$ cat src/source/wb_pkg.sv
package wb_pkg;

    // Bus geometry
    localparam int ADDR_W = 16;                        // Word address width
    localparam int DATA_W = 32;                        // Data bus width
    localparam int SEL_W  = DATA_W / 8;                // One select bit per byte lane

    // Memory map
    localparam logic [ADDR_W-1:0] RTY_BASE = 16'hF000; // Busy window start, runs to top

    // Result of one slave access
    typedef enum logic [1:0] {
        RES_ACK = 2'd0,                                // Access done
        RES_ERR = 2'd1,                                // Unmapped address
        RES_RTY = 2'd2                                 // Busy window, try later
    } wb_res_e;

    // Master to slave request, 55 bits
    typedef struct packed {
        logic [ADDR_W-1:0] adr;                        // Word address
        logic [DATA_W-1:0] dat;                        // Write data
        logic              we;                         // Write enable
        logic [SEL_W-1:0]  sel;                        // Byte lane select
        logic              stb;                        // Strobe
        logic              cyc;                        // Cycle, also the bus request
    } wb_req_t;

    // Slave to master response, 35 bits
    typedef struct packed {
        logic [DATA_W-1:0] dat;                        // Read data
        logic              ack;                        // Normal termination
        logic              err;                        // Error termination
        logic              rty;                        // Retry termination
    } wb_rsp_t;

endpackage

$ cat src/source/arbiter.sv
`timescale 1ns/1ps

module arbiter #(
    parameter int PORTS                 = 3,
    parameter bit ARB_ROUND_ROBIN       = 1'b1,    // 0 gives fixed priority
    parameter bit ARB_LSB_HIGH_PRIORITY = 1'b0     // 1 makes index 0 the winner
) (
    input  logic             clk_i,
    input  logic             arst_n_i,
    input  logic [PORTS-1:0] request_i,            // One request per port
    output logic [PORTS-1:0] grant_o,              // One-hot grant
    output logic             grant_valid_o         // Some port owns the bus
);

    logic [PORTS-1:0] grant_q, grant_d;            // Current owner
    logic             grant_valid_q, grant_valid_d;
    logic [PORTS-1:0] mask_q, mask_d;              // Ports still due a turn
    logic [PORTS-1:0] pick_plain;                  // Winner over all requests
    logic [PORTS-1:0] pick_masked;                 // Winner over masked requests
    logic             hold;                        // Owner still requesting

    // Highest priority requester as one-hot
    function automatic logic [PORTS-1:0] pick_one(input logic [PORTS-1:0] req);
        logic [PORTS-1:0] sel;
        sel = '0;
        if (ARB_LSB_HIGH_PRIORITY) begin
            for (int i = PORTS - 1; i >= 0; i--) begin
                if (req[i]) sel = PORTS'(1) << i;  // Lowest index written last
            end
        end else begin
            for (int i = 0; i < PORTS; i++) begin
                if (req[i]) sel = PORTS'(1) << i;  // Highest index written last
            end
        end
        return sel;
    endfunction

    // Index of a one-hot vector
    function automatic int unsigned onehot_idx(input logic [PORTS-1:0] oh);
        int unsigned idx;
        idx = 0;
        for (int i = 0; i < PORTS; i++) begin
            if (oh[i]) idx = i;
        end
        return idx;
    endfunction

    // Ports below the given one in priority order
    function automatic logic [PORTS-1:0] rr_mask(input int unsigned idx);
        logic [PORTS-1:0] m;
        for (int i = 0; i < PORTS; i++) begin
            m[i] = ARB_LSB_HIGH_PRIORITY ? (i > idx) : (i < idx);
        end
        return m;
    endfunction

    assign hold        = grant_valid_q & |(grant_q & request_i);
    assign pick_plain  = pick_one(request_i);
    assign pick_masked = pick_one(request_i & mask_q);

    always_comb begin
        grant_d       = grant_q;
        grant_valid_d = grant_valid_q;
        mask_d        = mask_q;
        if (!hold) begin                           // Free to hand out a new grant
            grant_valid_d = |request_i;
            if (ARB_ROUND_ROBIN && |pick_masked) begin
                grant_d = pick_masked;             // Next port in turn
            end else begin
                grant_d = pick_plain;              // Wrap, or fixed priority
            end
            if (ARB_ROUND_ROBIN && |request_i) begin
                mask_d = rr_mask(onehot_idx(grant_d));
            end
        end
    end

    always_ff @(posedge clk_i or negedge arst_n_i) begin
        if (!arst_n_i) begin
            grant_q       <= '0;
            grant_valid_q <= 1'b0;
            mask_q        <= rr_mask(PORTS - 1);   // As if top port went last
        end else begin
            grant_q       <= grant_d;
            grant_valid_q <= grant_valid_d;
            mask_q        <= mask_d;
        end
    end

    assign grant_o       = grant_q;
    assign grant_valid_o = grant_valid_q;

endmodule

$ cat src/source/arbiter3_wb.sv
`timescale 1ns/1ps

module arbiter3_wb #(
    parameter bit ARB_ROUND_ROBIN       = 1'b1,
    parameter bit ARB_LSB_HIGH_PRIORITY = 1'b0
) (
    input  logic            clk_i,
    input  logic            arst_n_i,
    input  wb_pkg::wb_req_t m0_req_i,              // Master 0 request
    input  wb_pkg::wb_req_t m1_req_i,              // Master 1 request
    input  wb_pkg::wb_req_t m2_req_i,              // Master 2 request
    output wb_pkg::wb_rsp_t m0_rsp_o,              // Master 0 response
    output wb_pkg::wb_rsp_t m1_rsp_o,              // Master 1 response
    output wb_pkg::wb_rsp_t m2_rsp_o,              // Master 2 response
    output wb_pkg::wb_req_t s_req_o,               // Request toward the slave
    input  wb_pkg::wb_rsp_t s_rsp_i                // Slave response
);

    localparam int PORTS = 3;

    wb_pkg::wb_req_t  m_req [PORTS];               // Requests as an array
    wb_pkg::wb_rsp_t  m_rsp [PORTS];               // Responses as an array
    wb_pkg::wb_req_t  s_req;                       // Muxed request
    logic [PORTS-1:0] request;                     // Cycle lines
    logic [PORTS-1:0] grant;
    logic             grant_valid;
    logic [PORTS-1:0] m_sel;                       // Grant qualified by valid

    assign m_req[0] = m0_req_i;
    assign m_req[1] = m1_req_i;
    assign m_req[2] = m2_req_i;

    assign m_sel = grant & {PORTS{grant_valid}};

    arbiter #(
        .PORTS                 (PORTS),
        .ARB_ROUND_ROBIN       (ARB_ROUND_ROBIN),
        .ARB_LSB_HIGH_PRIORITY (ARB_LSB_HIGH_PRIORITY)
    ) arbiter_i (
        .clk_i         (clk_i),
        .arst_n_i      (arst_n_i),
        .request_i     (request),
        .grant_o       (grant),
        .grant_valid_o (grant_valid)
    );

    for (genvar g = 0; g < PORTS; g++) begin : g_port
        assign request[g]   = m_req[g].cyc;            // Cycle line is the request
        assign m_rsp[g].dat = s_rsp_i.dat;             // Data goes to everyone
        assign m_rsp[g].ack = s_rsp_i.ack & m_sel[g];  // Result only to owner
        assign m_rsp[g].err = s_rsp_i.err & m_sel[g];
        assign m_rsp[g].rty = s_rsp_i.rty & m_sel[g];
    end

    // Route the owner's request, all zero when idle
    always_comb begin
        s_req = '0;
        for (int i = 0; i < PORTS; i++) begin
            if (m_sel[i]) s_req = m_req[i];
        end
        s_req.cyc = |m_sel;                        // Held high for the whole grant
    end

    assign s_req_o  = s_req;
    assign m0_rsp_o = m_rsp[0];
    assign m1_rsp_o = m_rsp[1];
    assign m2_rsp_o = m_rsp[2];

endmodule

$ cat config.mk
export PLATFORM = sky130hd
export DESIGN_NAME = arbiter3_wb
export DESIGN_NICKNAME = d
export VERILOG_FILES = /design/src/source/wb_pkg.sv /design/src/source/arbiter.sv /design/src/source/arbiter3_wb.sv
export SDC_FILE = /design/constraint.sdc
export NUM_CORES = 1
export LEC_CHECK = 0
export BUFFER_PORTS_ARGS = -buffer_cell sky130_fd_sc_hd__buf_2
export CAP_MARGIN = 20
export CORE_AREA = 2 2 142 144
export DETAILED_ROUTE_END_ITERATION = 16
export DIE_AREA = 0 0 144 146
export SLEW_MARGIN = 0
export SYNTH_ARGS = -nofsm -noshare
export SYNTH_HDL_FRONTEND = slang
export SYNTH_SLANG_ARGS = --single-unit
$ cat constraint.sdc
create_clock -name clk_i -period 1.6 [get_ports clk_i]
set_input_delay 0.16 -clock clk_i [delete_from_list [all_inputs] [get_ports clk_i]]
set_output_delay 0.16 -clock clk_i [all_outputs]
set_load 0.01 [all_outputs]
==> flow_results.org <==
** Setup path
- Critical path endpoint category :: primary output
- Max stage delay on crit path :: 0.39 ns
- The worst setup path is launched from a flip-flop.
- Crit Path Category :: reg -> out
- On the critical path, the stage with the largest delay is an instance of dfrtp_1.
- Required arrival time at the worst endpoint :: between 1 and 1.5 ns
- Largest fanout on the critical path :: 28
- Walking the worst path, the cells encountered are and3b_2 > buf_12 > a22oi_1 > a21oi_1 > buf_2.
- Arrival @ worst endpoint :: 1.55 ns

** Drt
- Detailed-route DRC error count :: 0
- In the final routed layout, each cell accounts on average for roughly 13 um.
- Initial detailed-routing violation count :: 140
- Post-detailed-routing wire length :: 9.74 mm
- Via-to-Cell Ratio :: between 3 and 4
- In this run the remaining antenna-violating nets after routing total 0.
- The routed layout has roughly 2800 vias.
- First-pass iteration count of the detailed router :: 5

** Placement
- After legalization and detailed placement, the total HPWL measured about 7.6 mm.
- Routability-driven placement finished with a final weighted congestion of 0.794.
- Number of buffers inserted by port buffering :: 233
- After detailed placement, the design holds a cell count of 722.

** Cells and area
- The top cell types in the final layout, fill and taps aside, are buf_2 (233), a21oi_1 (55), nor2_1 (54).
- The area growth from synthesis to layout is 53.5%.
- Leaving out fill and tap cells, the most frequent cell in the layout is buf_2.
- The layout has 2246 filler cells.
- Cells with a size suffix above 1 make up 58.2% of the layout.
- Layout Cells excl Fill :: 733
- After the last flow step, the layout net total stands at 670.

** Global route
- Global routing used under 10% of the available tracks.
- The number of global-route vias before repair is ~2800.
- Entering global routing, the biggest net connects 29 pins.
- The number of antenna violations at the first check in global routing came to 1.
- Global-route wire length before repair :: 14.0 mm
- Remaining Overflow, GRT :: 0

** Logic synthesis
- Number of library cell types mapped by synthesis :: 30
- Most instantiated flip-flop cell in the synthesis netlist :: dfrtp_1
- The synthesized design contains 0 enable-type register cells.
- For this run, asynchronously set or reset flops after synthesis account for 100%.
- Netlist area before placement :: 2160 um2
- The number of nets in the synthesized netlist is ~530.
- In this run, synthesis produced a sequential element count of 7.
- Number of standard cells after synthesis :: approximately 330
- Number of warnings issued by yosys :: 0
- A synthesized cell averages 6.66 um2.
- After synthesis, flip-flops and latches occupy 8.21% of the total area.

** Floorplanning
- From bottom edge to top edge, the die measures around 150 um.
- The initial utilization of the core area, before any placement, comes to ~11%.
- The initialized floorplan defines 51 standard-cell rows.
- Total die area :: 21000 um2
- Width of the chip :: 144 um
- In this run the standard cell core region covers 19300 um2.
- Top-level I/O count :: 362

** CTS
- TritonCTS created 3 clock buffers.
- The root buffer cell chosen for the clock tree is clkbuf_16.
- Clock tree from TritonCTS :: built
- Reg clk slew, reported paths :: 0.04 ns
- Clock latency on the worst-skew pair, taken at its later pin, is 0.23 ns.
- CTS HTree Levels :: 1
- Clk sinks :: 7
- Max clock buf depth :: 2

** Pwr
- Summed over all cells, the static leakage comes to 1.72 nW.
- The design draws approximately 0.0053 W.
- Across the VDD grid, the largest voltage drop is between 0.0004 and 0.0005 V.
- Power per cell area :: 1580 nW/um2

** STA
- In the finished design, the share of the clock period the worst path needs comes to 107%.
- Derived from the worst setup path, the maximum achievable clock frequency is 584 MHz.
- Headroom to the max-slew limit came out at 69.4%.
- Minimum period implied by the final worst setup slack :: 1.71 ns
- Least setup slack across all paths after layout :: -0.111 ns
- Final setup violation count :: 54
- Transition at the pin with the smallest max-transition slack :: 0.455 ns
- The hold violation total from the final report is 0.
- The number of pins with negative max-slew slack in the final report is 0.
- Unrepaired setup endpoints after global routing :: yes
- Across the routed clock network, the largest skew measured is 0.000669 ns.

** Job
- The tool flagged a number of max-cap violations equal to 0.

** Run status
- Failing checks :: negative setup slack
- The flow ran to the end, but the final reports show violations.

** Min path
- Path type of the worst min-delay path :: in -> reg
[cell usage after synthesis, types with 2 or more instances]
master	count	area share, %
mux2_1	2	1.0
inv_1	3	0.52
and3_1	9	2.6
dfstp_2	2	2.4
dfrtp_1	5	5.8
buf_2	8	1.8
clkbuf_1	11	1.9
nand2b_1	3	0.87
a21oi_1	55	13
a22oi_1	55	19
nor2_1	54	9.4
buf_4	100	35
[metrics by stage]
stage                     setup TNS, ns  cell area, um2  hold WS (ns)  utilization (%)  setup WS [ns]
final                             -3.89            3320         0.267             17.2         -0.111
after floorplan                       0            2160        -0.136                -          0.135
after global placement                0            3060       0.00305             15.8          0.117
after global routing              -8.57            3320         0.300             17.2         -0.201
after CTS                         -4.22            3290         0.265             17.0         -0.118
after detailed placement              0            3060       0.00905             15.8         0.0796
[area by class of cell]
cell class,count,area (um2),share of cell area (%)
repair buffers,259,1560,46.8
inverters,3,11.3,0.339
clock inverters,1,5.00,0.151
flip-flops and latches,7,179,5.39
well taps,265,332,9.98
clock buffers,3,75.1,2.26
multi-input cells,194,1160,35.0
diodes,1,2.50,0.0753
[layer usage]
metal / global-route usage, % / wire length, um / vias to the layer above
li1: - / - / 1342
met1: 8.99 / 3690 / 1247
met2: 15.5 / 4710 / 174
met3: 1.84 / 892 / 48
met4: 4.07 / 446 / 0
met5: 0 / 0 / -
[logic make-up (layout without fill, tap and decap cells)]
logic type             Yosys count  after routing  share of synthesized area [%]
AO/OA/AOI/OAI                  120            120                           36.4
buffers and inverters          124            266                           39.7
AND/OR/NAND/NOR                 71             71                           14.2
other                            0              1                              0
flip-flops                       7              7                           8.21
multiplexers                     3              3                           1.50
[worst max-delay path, delay by kind of cell, from the launching register on]
family	cells	cell delay, ns
and+or+nand+nor	1	0.30
buffers and inverters	2	0.34
AOI/OAI and AO/OA	2	0.27
DFF	1	0.39
[state kept, by name, summed over array words and instances, names as in the netlist]
| register | cells |
|---|---|
| arbiter_i.grant_valid_o | 1 |
| arbiter_i.mask_q | 3 |
| arbiter_i.grant_o | 3 |
[report_power, final]
group | internal (W) | leakage (nW) | switching [W]
sequential | 0.000253 | 0.0816 | 0.0000731
combinational | 0.00219 | 1.60 | 0.00231
clock | 0.000329 | 0.0409 | 0.000106
[worst paths after layout]
path / to / from / cells past startpoint / slack, ns
hold / removal: arbiter_i.grant_valid_o / m0_req_i[0] / 3 / 0.27
setup reg to reg: arbiter_i.grant_o[0] / arbiter_i.grant_o[0] / 4 / 0.06
min in group asynchronous: arbiter_i.mask_q[2] / arst_n_i / 2 / 0.29
max in group asynchronous: arbiter_i.mask_q[1] / arst_n_i / 2 / 1.07
hold reg to reg: arbiter_i.mask_q[0] / arbiter_i.mask_q[0] / 1 / 0.53
setup / recovery: s_req_o[20] / arbiter_i.grant_o[1] / 5 / -0.11
[repair_timing]
item	4_1_cts	5_1_grt
setup endpoints to repair	54	54
endpoints found under the hold margin	7	0
resized for setup	10	4
buffers inserted	0	2
pin swaps	2	1
cloned	3	0
hold buffers	1	0
Note: power is estimated with default switching activity, not from simulation.
